## src/rtl/commit_settings.svh

```systemverilog
`ifndef COMMIT_SETTINGS_SVH
`define COMMIT_SETTINGS_SVH

// Architectural widths.
`define XLEN        32
`define REG_ADDR_W  5
`define EXCP_W      16
`define CSR_ADDR_W  14
`define VPPN_W      19

// CSR numbers reachable through the write port.
`define CSR_ERA_ADDR  14'h006
`define CSR_BADV_ADDR 14'h007

`define ZERO_WORD 32'h0000_0000

`endif
```

## src/rtl/excp_pkg.sv

```systemverilog
package excp_pkg;

    // ESTAT.Ecode values.
    typedef enum logic [5:0] {
        INT  = 6'h00,
        PIL  = 6'h01,
        PIS  = 6'h02,
        PIF  = 6'h03,
        PME  = 6'h04,
        PPI  = 6'h07,
        ADE  = 6'h08,
        ALE  = 6'h09,
        SYS  = 6'h0b,
        BRK  = 6'h0c,
        INE  = 6'h0d,
        IPE  = 6'h0e,
        TLBR = 6'h3f
    } ecode_e;

    localparam logic [8:0] ESUB_ADEF = 9'd0;
    localparam logic [8:0] ESUB_ADEM = 9'd1;

    // Exception vector bit positions, lowest has priority.
    localparam int EXCP_INT    = 0;
    localparam int EXCP_ADEF   = 1;
    localparam int EXCP_TLBR_F = 2;  // Fetch TLB refill.
    localparam int EXCP_PIF    = 3;
    localparam int EXCP_PPI_F  = 4;  // Fetch privilege.
    localparam int EXCP_SYS    = 5;
    localparam int EXCP_BRK    = 6;
    localparam int EXCP_INE    = 7;
    localparam int EXCP_IPE    = 8;
    localparam int EXCP_ALE    = 9;
    localparam int EXCP_ADEM   = 10;
    localparam int EXCP_TLBR_D = 11; // Data TLB refill.
    localparam int EXCP_PME    = 12;
    localparam int EXCP_PPI_D  = 13; // Data privilege.
    localparam int EXCP_PIS    = 14;
    localparam int EXCP_PIL    = 15;

endpackage

```

## src/rtl/wb_pkg.sv

```systemverilog
`include "commit_settings.svh"

package wb_pkg;

    localparam int OFFSET_W = `XLEN - `VPPN_W; // Page offset bits.

    // Faulting virtual address as seen by the TLB.
    typedef struct packed {
        logic [`VPPN_W-1:0]  vppn;
        logic [OFFSET_W-1:0] offset;
    } vaddr_t;

    // Memory-stage result: write data, or the bad address on a memory exception.
    typedef union packed {
        logic [`XLEN-1:0] data;
        vaddr_t           addr;
    } mem_result_u;

    // Target of the CSR write port, encoded as the CSR number.
    typedef enum logic [`CSR_ADDR_W-1:0] {
        CSR_ERA  = `CSR_ERA_ADDR,
        CSR_BADV = `CSR_BADV_ADDR
    } csr_sel_e;

endpackage

```

## src/rtl/commit_top.sv

```systemverilog
`include "commit_settings.svh"

module commit_top (
    input  logic                   clk,
    input  logic                   rst_n_i,
    input  logic                   mem_valid_i,
    input  logic [`XLEN-1:0]       mem_pc_i,
    input  logic [`XLEN-1:0]       mem_instr_i,
    input  logic                   mem_we_i,
    input  logic [`REG_ADDR_W-1:0] mem_waddr_i,
    input  wb_pkg::mem_result_u    mem_result_i,
    input  logic [`EXCP_W-1:0]     mem_excp_num_i,
    input  logic                   mem_ertn_i,
    input  logic                   mem_refetch_i,
    input  logic                   mem_llbit_we_i,
    input  logic                   mem_llbit_value_i,
    input  logic                   mem_csr_we_i,
    input  wb_pkg::csr_sel_e       mem_csr_sel_i,
    input  logic [`XLEN-1:0]       mem_csr_wdata_i,
    input  logic                   stall_i,
    input  logic                   flush_i,
    output logic                   commit_valid_o,
    output logic [`XLEN-1:0]       commit_pc_o,
    output logic [`XLEN-1:0]       commit_instr_o,
    output logic                   excp_flush_o,
    output logic                   ertn_flush_o,
    output logic                   fetch_flush_o,
    output logic                   tlbrefill_o,
    output logic [`XLEN-1:0]       csr_era_o,
    output excp_pkg::ecode_e       csr_ecode_o,
    output logic [8:0]             csr_esubcode_o,
    output logic [`XLEN-1:0]       csr_badv_o,
    output logic [`VPPN_W-1:0]     csr_vppn_o,
    output logic                   llbit_o,
    input  logic [`REG_ADDR_W-1:0] rf_raddr_i,
    output logic [`XLEN-1:0]       rf_rdata_o
);

    logic                   wb_we;
    logic [`REG_ADDR_W-1:0] wb_waddr;
    logic [`XLEN-1:0]       wb_wdata;
    logic                   wb_llbit_we;
    logic                   wb_llbit_value;
    logic                   wb_csr_we;
    wb_pkg::csr_sel_e       wb_csr_sel;
    logic [`XLEN-1:0]       wb_csr_wdata;
    excp_pkg::ecode_e       ecode;
    logic [8:0]             esubcode;
    logic                   badv_we;
    logic [`XLEN-1:0]       badv;
    logic                   tlb_we;
    logic [`VPPN_W-1:0]     vppn;

    excp_encoder excp_encoder_inst (
        .excp_num_i  (mem_excp_num_i),
        .pc_i        (mem_pc_i),
        .result_i    (mem_result_i),
        .excp_o      (excp_flush_o),
        .ecode_o     (ecode),
        .esubcode_o  (esubcode),
        .badv_we_o   (badv_we),
        .badv_o      (badv),
        .tlb_we_o    (tlb_we),
        .vppn_o      (vppn),
        .tlbrefill_o (tlbrefill_o)
    );

    mem_wb mem_wb_inst (
        .clk               (clk),
        .rst_n_i           (rst_n_i),
        .stall_i           (stall_i),
        .flush_i           (flush_i),
        .mem_valid_i       (mem_valid_i),
        .mem_pc_i          (mem_pc_i),
        .mem_instr_i       (mem_instr_i),
        .mem_we_i          (mem_we_i),
        .mem_waddr_i       (mem_waddr_i),
        .mem_result_i      (mem_result_i),
        .mem_ertn_i        (mem_ertn_i),
        .mem_refetch_i     (mem_refetch_i),
        .mem_llbit_we_i    (mem_llbit_we_i),
        .mem_llbit_value_i (mem_llbit_value_i),
        .mem_csr_we_i      (mem_csr_we_i),
        .mem_csr_sel_i     (mem_csr_sel_i),
        .mem_csr_wdata_i   (mem_csr_wdata_i),
        .excp_i            (excp_flush_o),
        .ertn_flush_o      (ertn_flush_o),
        .fetch_flush_o     (fetch_flush_o),
        .commit_valid_o    (commit_valid_o),
        .commit_pc_o       (commit_pc_o),
        .commit_instr_o    (commit_instr_o),
        .wb_we_o           (wb_we),
        .wb_waddr_o        (wb_waddr),
        .wb_wdata_o        (wb_wdata),
        .wb_llbit_we_o     (wb_llbit_we),
        .wb_llbit_value_o  (wb_llbit_value),
        .wb_csr_we_o       (wb_csr_we),
        .wb_csr_sel_o      (wb_csr_sel),
        .wb_csr_wdata_o    (wb_csr_wdata)
    );

    csr_excp_regs csr_excp_regs_inst (
        .clk           (clk),
        .rst_n_i       (rst_n_i),
        .excp_i        (excp_flush_o),
        .ecode_i       (ecode),
        .esubcode_i    (esubcode),
        .badv_we_i     (badv_we),
        .badv_i        (badv),
        .tlb_we_i      (tlb_we),
        .vppn_i        (vppn),
        .pc_i          (mem_pc_i),
        .ertn_i        (mem_ertn_i),
        .llbit_we_i    (wb_llbit_we),
        .llbit_value_i (wb_llbit_value),
        .csr_we_i      (wb_csr_we),
        .csr_sel_i     (wb_csr_sel),
        .csr_wdata_i   (wb_csr_wdata),
        .era_o         (csr_era_o),
        .ecode_o       (csr_ecode_o),
        .esubcode_o    (csr_esubcode_o),
        .badv_o        (csr_badv_o),
        .vppn_o        (csr_vppn_o),
        .llbit_o       (llbit_o)
    );

    regfile regfile_inst (
        .clk     (clk),
        .rst_n_i (rst_n_i),
        .we_i    (wb_we),
        .waddr_i (wb_waddr),
        .wdata_i (wb_wdata),
        .raddr_i (rf_raddr_i),
        .rdata_o (rf_rdata_o)
    );

endmodule

```

## src/rtl/regfile.sv

```systemverilog
`include "commit_settings.svh"

module regfile (
    input  logic                   clk,
    input  logic                   rst_n_i,
    input  logic                   we_i,
    input  logic [`REG_ADDR_W-1:0] waddr_i,
    input  logic [`XLEN-1:0]       wdata_i,
    input  logic [`REG_ADDR_W-1:0] raddr_i,
    output logic [`XLEN-1:0]       rdata_o
);

    localparam int NUM_REGS = 1 << `REG_ADDR_W;

    logic [`XLEN-1:0] regs [NUM_REGS];

    always_ff @(posedge clk) begin
        if (!rst_n_i) begin
            for (int i = 0; i < NUM_REGS; i++) begin
                regs[i] <= `ZERO_WORD;
            end
        end else if (we_i && waddr_i != '0) begin
            regs[waddr_i] <= wdata_i;
        end
    end

    // r0 is hardwired to zero.
    assign rdata_o = (raddr_i == '0) ? `ZERO_WORD : regs[raddr_i];

endmodule

```

## src/rtl/csr_excp_regs.sv

```systemverilog
`include "commit_settings.svh"

module csr_excp_regs (
    input  logic               clk,
    input  logic               rst_n_i,
    input  logic               excp_i,
    input  excp_pkg::ecode_e   ecode_i,
    input  logic [8:0]         esubcode_i,
    input  logic               badv_we_i,
    input  logic [`XLEN-1:0]   badv_i,
    input  logic               tlb_we_i,
    input  logic [`VPPN_W-1:0] vppn_i,
    input  logic [`XLEN-1:0]   pc_i,
    input  logic               ertn_i,
    input  logic               llbit_we_i,
    input  logic               llbit_value_i,
    input  logic               csr_we_i,
    input  wb_pkg::csr_sel_e   csr_sel_i,
    input  logic [`XLEN-1:0]   csr_wdata_i,
    output logic [`XLEN-1:0]   era_o,
    output excp_pkg::ecode_e   ecode_o,
    output logic [8:0]         esubcode_o,
    output logic [`XLEN-1:0]   badv_o,
    output logic [`VPPN_W-1:0] vppn_o,
    output logic               llbit_o
);

    always_ff @(posedge clk) begin
        if (!rst_n_i) begin
            era_o      <= `ZERO_WORD;
            ecode_o    <= excp_pkg::INT;
            esubcode_o <= 9'd0;
            badv_o     <= `ZERO_WORD;
            vppn_o     <= '0;
        end else if (excp_i) begin
            // Exception entry blocks the write port this edge.
            era_o      <= pc_i;
            ecode_o    <= ecode_i;
            esubcode_o <= esubcode_i;
            if (badv_we_i) begin
                badv_o <= badv_i;
            end
            if (tlb_we_i) begin
                vppn_o <= vppn_i;
            end
        end else if (csr_we_i) begin
            case (csr_sel_i)
                wb_pkg::CSR_ERA:  era_o  <= csr_wdata_i;
                wb_pkg::CSR_BADV: badv_o <= csr_wdata_i;
                default: ;
            endcase
        end
    end

    always_ff @(posedge clk) begin
        if (!rst_n_i) begin
            llbit_o <= 1'b0;
        end else if (ertn_i) begin
            llbit_o <= 1'b0;              // ertn drops any reservation.
        end else if (llbit_we_i) begin
            llbit_o <= llbit_value_i;
        end
    end

endmodule

```

## src/rtl/mem_wb.sv

```systemverilog
`include "commit_settings.svh"

module mem_wb (
    input  logic                   clk,
    input  logic                   rst_n_i,
    input  logic                   stall_i,
    input  logic                   flush_i,
    input  logic                   mem_valid_i,
    input  logic [`XLEN-1:0]       mem_pc_i,
    input  logic [`XLEN-1:0]       mem_instr_i,
    input  logic                   mem_we_i,
    input  logic [`REG_ADDR_W-1:0] mem_waddr_i,
    input  wb_pkg::mem_result_u    mem_result_i,
    input  logic                   mem_ertn_i,
    input  logic                   mem_refetch_i,
    input  logic                   mem_llbit_we_i,
    input  logic                   mem_llbit_value_i,
    input  logic                   mem_csr_we_i,
    input  wb_pkg::csr_sel_e       mem_csr_sel_i,
    input  logic [`XLEN-1:0]       mem_csr_wdata_i,
    input  logic                   excp_i,
    output logic                   ertn_flush_o,
    output logic                   fetch_flush_o,
    output logic                   commit_valid_o,
    output logic [`XLEN-1:0]       commit_pc_o,
    output logic [`XLEN-1:0]       commit_instr_o,
    output logic                   wb_we_o,
    output logic [`REG_ADDR_W-1:0] wb_waddr_o,
    output logic [`XLEN-1:0]       wb_wdata_o,
    output logic                   wb_llbit_we_o,
    output logic                   wb_llbit_value_o,
    output logic                   wb_csr_we_o,
    output wb_pkg::csr_sel_e       wb_csr_sel_o,
    output logic [`XLEN-1:0]       wb_csr_wdata_o
);

    logic squash;

    assign squash        = flush_i || excp_i || mem_ertn_i;
    assign ertn_flush_o  = mem_ertn_i;    // Same-cycle redirect.
    assign fetch_flush_o = mem_refetch_i;

    always_ff @(posedge clk) begin
        if (!rst_n_i || squash) begin
            // Bubble.
            commit_valid_o   <= 1'b0;
            commit_pc_o      <= `ZERO_WORD;
            commit_instr_o   <= `ZERO_WORD;
            wb_we_o          <= 1'b0;
            wb_waddr_o       <= '0;
            wb_wdata_o       <= `ZERO_WORD;
            wb_llbit_we_o    <= 1'b0;
            wb_llbit_value_o <= 1'b0;
            wb_csr_we_o      <= 1'b0;
            wb_csr_sel_o     <= wb_pkg::CSR_ERA;
            wb_csr_wdata_o   <= `ZERO_WORD;
        end else if (stall_i) begin
            // Write fields hold, so the writes repeat with the same value.
            commit_valid_o <= 1'b0;
            commit_pc_o    <= `ZERO_WORD;
            commit_instr_o <= `ZERO_WORD;
        end else begin
            commit_valid_o   <= mem_valid_i;
            commit_pc_o      <= mem_pc_i;
            commit_instr_o   <= mem_instr_i;
            wb_we_o          <= mem_we_i && mem_valid_i;
            wb_waddr_o       <= mem_waddr_i;
            wb_wdata_o       <= mem_result_i.data;
            wb_llbit_we_o    <= mem_llbit_we_i;
            wb_llbit_value_o <= mem_llbit_value_i;
            wb_csr_we_o      <= mem_csr_we_i;
            wb_csr_sel_o     <= mem_csr_sel_i;
            wb_csr_wdata_o   <= mem_csr_wdata_i;
        end
    end

endmodule

```

## src/rtl/excp_encoder.sv

```systemverilog
`include "commit_settings.svh"

module excp_encoder (
    input  logic [`EXCP_W-1:0]  excp_num_i,
    input  logic [`XLEN-1:0]    pc_i,
    input  wb_pkg::mem_result_u result_i,
    output logic                excp_o,
    output excp_pkg::ecode_e    ecode_o,
    output logic [8:0]          esubcode_o,
    output logic                badv_we_o,
    output logic [`XLEN-1:0]    badv_o,
    output logic                tlb_we_o,
    output logic [`VPPN_W-1:0]  vppn_o,
    output logic                tlbrefill_o
);

    localparam int IDX_W = $clog2(`EXCP_W);

    logic [IDX_W-1:0] idx;
    logic             fetch_addr;
    logic             data_addr;

    assign excp_o = |excp_num_i;

    // Lowest set bit wins.
    always_comb begin
        idx = '0;
        for (int i = `EXCP_W - 1; i >= 0; i--) begin
            if (excp_num_i[i]) begin
                idx = IDX_W'(i);
            end
        end
    end

    always_comb begin
        esubcode_o = 9'd0;
        case (idx)
            excp_pkg::EXCP_INT:    ecode_o = excp_pkg::INT;
            excp_pkg::EXCP_ADEF: begin
                ecode_o    = excp_pkg::ADE;
                esubcode_o = excp_pkg::ESUB_ADEF;
            end
            excp_pkg::EXCP_TLBR_F: ecode_o = excp_pkg::TLBR;
            excp_pkg::EXCP_PIF:    ecode_o = excp_pkg::PIF;
            excp_pkg::EXCP_PPI_F:  ecode_o = excp_pkg::PPI;
            excp_pkg::EXCP_SYS:    ecode_o = excp_pkg::SYS;
            excp_pkg::EXCP_BRK:    ecode_o = excp_pkg::BRK;
            excp_pkg::EXCP_INE:    ecode_o = excp_pkg::INE;
            excp_pkg::EXCP_IPE:    ecode_o = excp_pkg::IPE;
            excp_pkg::EXCP_ALE:    ecode_o = excp_pkg::ALE;
            excp_pkg::EXCP_ADEM: begin
                ecode_o    = excp_pkg::ADE;
                esubcode_o = excp_pkg::ESUB_ADEM;
            end
            excp_pkg::EXCP_TLBR_D: ecode_o = excp_pkg::TLBR;
            excp_pkg::EXCP_PME:    ecode_o = excp_pkg::PME;
            excp_pkg::EXCP_PPI_D:  ecode_o = excp_pkg::PPI;
            excp_pkg::EXCP_PIS:    ecode_o = excp_pkg::PIS;
            default:               ecode_o = excp_pkg::PIL;
        endcase
    end

    // Fetch causes fault on the pc, data causes on the result address.
    assign fetch_addr = excp_o &&
                        (idx inside {[excp_pkg::EXCP_ADEF:excp_pkg::EXCP_PPI_F]});
    assign data_addr  = excp_o && (idx >= excp_pkg::EXCP_ALE);

    assign badv_we_o = fetch_addr || data_addr;
    assign badv_o    = fetch_addr ? pc_i :
                       data_addr  ? result_i.data : `ZERO_WORD;

    // ADEF and ADEM have no translation behind them.
    assign tlb_we_o = badv_we_o && idx != excp_pkg::EXCP_ADEF && idx != excp_pkg::EXCP_ALE
                      && idx != excp_pkg::EXCP_ADEM;
    assign vppn_o   = fetch_addr ? pc_i[`XLEN-1 -: `VPPN_W] :
                      data_addr  ? result_i.addr.vppn : '0;

    assign tlbrefill_o = excp_o &&
                         (idx == excp_pkg::EXCP_TLBR_F || idx == excp_pkg::EXCP_TLBR_D);

endmodule

```

## config.mk

```make
export PLATFORM = sky130hd
export DESIGN_NAME = commit_top
export DESIGN_NICKNAME = d
export VERILOG_FILES = /design/src/rtl/excp_pkg.sv /design/src/rtl/wb_pkg.sv /design/src/rtl/commit_top.sv /design/src/rtl/regfile.sv /design/src/rtl/csr_excp_regs.sv /design/src/rtl/mem_wb.sv /design/src/rtl/excp_encoder.sv
export VERILOG_INCLUDE_DIRS = /design/src /design/src/rtl
export SDC_FILE = /design/constraint.sdc
export NUM_CORES = 2
export LEC_CHECK = 0
export BUFFER_PORTS_ARGS = -buffer_cell sky130_fd_sc_hd__buf_2
export CORE_AREA = 2 2 305 307
export DETAILED_ROUTE_END_ITERATION = 10
export DIE_AREA = 0 0 307 309
export PLACE_DENSITY = 0.92
export REMOVE_ABC_BUFFERS = 1
export SLEW_MARGIN = 15
export SYNTH_ARGS = -nofsm -noshare
export SYNTH_HDL_FRONTEND = slang
export SYNTH_SLANG_ARGS = --single-unit
```

## constraint.sdc

```tcl
create_clock -name clk -period 5.5 [get_ports clk]
set_input_delay 0.55 -clock clk [delete_from_list [all_inputs] [get_ports clk]]
set_output_delay 0.55 -clock clk [all_outputs]
set_load 0.01 [all_outputs]
```

==> key figures <==
Detailed routing
  • First DRT Iteration DRCs: 5193
  • Drt pass-1 iters: 9
  • Final wirelength: between 150 and 200 mm
  • # DRC: 0
  • Via count: roughly 36000
  • Routed len/inst: slightly below 30 um
  • Routed Antenna Nets: 0
  • Vias/cell: around 6.7

Logic synthesis
  • Post-synth EDFFs: approximately 1000
  • Gate Count Post-Synth: 3863
  • Register area share after synthesis: 64.2%
  • Synth top area share: 55.5%
  • Largest cells by area after synthesis: edfxtp_1, and2_1, mux4_2
  • Xor/xnor share of the synthesized area: 0%
  • Post-synthesis average cell area: 14.3 sq um
  • Synth cell types: 59
  • Post-Synth Adder-Cell Area: 0%
  • Post-synth top flop: edfxtp_1
  • Area leader, netlist: edfxtp_1
  • Mapped cell area: approximately 0.055 sq mm
  • Asr flop ratio synth: 0%
  • Compound-gate portion of the synthesized area: 4.82%
  • Largest family of logic cells by synthesized area: simple AND/OR/NAND/NOR gates
  • FF+latch count, synth: 1266
  • Simple-gate share of the synthesized area: 14.2%
  • Warnings, synthesis: 0
  • Mux share of post-synthesis cell area: 13.8%

Power and ir drop
  • Leak: ~23 nW
  • Cell Pwr Density: 330 mW/mm^2
  • Peak VDD IR: 0.257 mV
  • Total Power: a little over 20 mW

Global routing
  • Vias in the first global route: 37200
  • GRT Resource Usage Total: 33.8%
  • Grt ovf: 0
  • Largest net degree at the start of global routing: 86
  • Initial antenna violation count: 15
  • First-pass GRT wire length: around 240 mm

Finish
  • Final instance area: 0.0624 sq mm
  • Area growth syn-to-layout: 12.7%
  • Nets: 4280
  • Fraction of layout cells with a size suffix above 1: 23.7%

Floorplan
  • Core Area: 0.0914 sq mm
  • Std cell rows: 111
  • Starting Density: 60.6%
  • Die X: slightly above 300 um
  • Die Y: 309 um
  • Num ports: 379
  • Die ar.: 0.0949 sq mm

Clock tree
  • Cts repair resizes: 0
  • CTS H-tree depth: 3
  • Clock latency on the worst-skew pair: 0.74 ns
  • Post-CTS setup buffer count: 0
  • CTS tree: yes
  • Clk pin slew, worst setup/hold paths: 0.06 ns
  • Root buffer cell: clkbuf_16
  • Post-cts hold buffer count: 0
  • Longest Clk Path Bufs: 3
  • CTS buffer count: 118
  • Clock net sink count: 1266

Placed design
  • Port Buf Inserts: 368
  • Place WS: 1.58 ns
  • Detailed-placement wirelength estimate: 97.1 mm
  • Placed Area: 0.0586 sq mm
  • GPL Wtd Cong: 0.909

Run status
  • Status: finished clean

Timing
  • Slew headroom: 15.2%
  • Max frequency: 241 MHz
  • RSZ-0062 raised after global routing: false
  • Slew Limit Fails: 0
  • Final hold vios: 0
  • Setup slack after layout: 1.36 ns
  • Final Skew: 0.0458 ns
  • Hold WS: 0.0156 ns
  • Setup-failing EPs final: 0
  • Slew @ Worst Pin: roughly 1.3 ns
  • Period utilisation layout: between 70% and 80%
  • Min cycle time layout: 4.14 ns

Flow run
  • Max Cap Violations: 0

Setup path
  • Critical Path RT: 4.95 ns
  • Crit path DAT: 3.59 ns
  • Worst Setup End Kind: primary output
  • R2r setup slk: 2.07 ns
  • Max FO, Critical Path: 52
  • Startpoint Class: primary input
  • WS Path Type: primary input to primary output

Worst hold path
  • Worst min path class: primary input to flip-flop
## Yosys cell counts, types with 11 or more instances
library cell  instances
a211o_1              14
a211oi_1             43
a21oi_1              63
a221oi_1             26
a222oi_1             13
a22oi_1              19
a31oi_2              11
and2_1             1057
buf_1                18
buf_2                50
buf_4                18
clkbuf_1            296
dfxtp_1             242
edfxtp_1           1024
mux2_2               46
mux2i_1             222
mux4_2              218
nand2_1              34
nor2_1              190
nor3_1               21
o21ai_0              54
o221ai_1             26
o22ai_1              32
o31ai_1              33
## worst max-delay path: stages
cell and delay (ns):
clkbuf_8 0.45, or3_2 1.06, o22ai_1 0.29, a211o_1 0.32, a21oi_1 0.49, nor3_1 0.19
buf_2 0.19
## per-stage QoR
stage | std cells | setup TNS, ns | utilization [%]
detailed placement | 5167 | 0 | 64.1
global route | 5397 | 0 | 68.3
global placement | 5167 | 0 | 64.1
CTS | 5388 | 0 | 68.3
floorplan | 3517 | -437.87 | -
finish | 5399 | 0 | 68.3
## cells by family after synthesis
family,count (synthesis)
multiplexers,486
AO/OA/AOI/OAI,370
flip-flops,1266
buffers and inverters,390
other,1
AND/OR/NAND/NOR,1350
## state kept, by name, summed over array words and instances, names as in the netlist
register and cells:
csr_excp_regs_inst.esubcode_o 1, mem_wb_inst.wb_llbit_we_o 1, mem_wb_inst.wb_csr_wdata_o 32, mem_wb_inst.commit_valid_o 1, mem_wb_inst.wb_csr_we_o 1, csr_excp_regs_inst.vppn_o 19
mem_wb_inst.wb_wdata_o 32, mem_wb_inst.commit_instr_o 32, mem_wb_inst.wb_csr_sel_o 14, regfile_inst.regs 1024, csr_excp_regs_inst.badv_o 32, mem_wb_inst.commit_pc_o 32
mem_wb_inst.wb_waddr_o 5, mem_wb_inst.wb_we_o 1, mem_wb_inst.wb_llbit_value_o 1, csr_excp_regs_inst.ecode_o 5, csr_excp_regs_inst.llbit_o 1, csr_excp_regs_inst.era_o 32
## placed cells by master, fill, tap and decap left out, drive strengths merged, types with 7 or more instances in the layout
cell type,n
o221ai,26
mux2i,222
clkinv,41
a211oi,44
a22oi,19
nand2b,8
a21oi,63
a31oi,19
buf,463
inv,11
and2,1057
bufinv,8
nand2,34
a22o,8
o211ai,7
nor2,190
nor3,21
a222oi,13
clkbuf,165
mux2,46
o21ai,54
edfxtp,1024
dfxtp,242
conb,40
mux4,218
o22ai,32
a221oi,26
a211o,14
nand3,9
diode,11
o31ai,33
## cell type report
cell class,instances,area [sq um]
flip-flops and latches,1266,35600
fillers,5484,28900
multi-input cells,2246,18900
clock buffers,164,3240
repair buffers,464,2650
well taps,1186,1480
clock inverters,57,539
diodes,11,27.5
inverters,5,20.0
## power breakdown
| group | switching [mW] | total [mW] | leakage (nW) | internal (mW) |
|---|---|---|---|---|
| Combinational | 0.928 | 1.55 | 9.15 | 0.618 |
| Sequential | 0.178 | 10.9 | 11.7 | 10.8 |
| Clock | 3.59 | 8.09 | 1.86 | 4.50 |
## routing by layer
| metal | GRT usage, % | up-vias | part of all wire [%] |
|---|---|---|---|
| met5 | 0 | - | 0 |
| met4 | 20.6 | 0 | 6.5 |
| met3 | 7.57 | 743 | 12 |
| met2 | 56.4 | 3276 | 49 |
| met1 | 40.2 | 17600 | 32 |
| li1 | - | 14600 | - |
## worst paths after layout
path / start / end / cells after the start
max: rf_raddr_i[1] / rf_rdata_o[11] / 7
min: mem_instr_i[21] / mem_wb_inst.commit_instr_o[21] / 2
max reg2reg: mem_wb_inst.wb_waddr_o[3] / regfile_inst.regs[28][20] / 4
min reg2reg: mem_wb_inst.wb_csr_wdata_o[26] / csr_excp_regs_inst.badv_o[26] / 2
No activity file was read; power rests on OpenSTA's default activity.
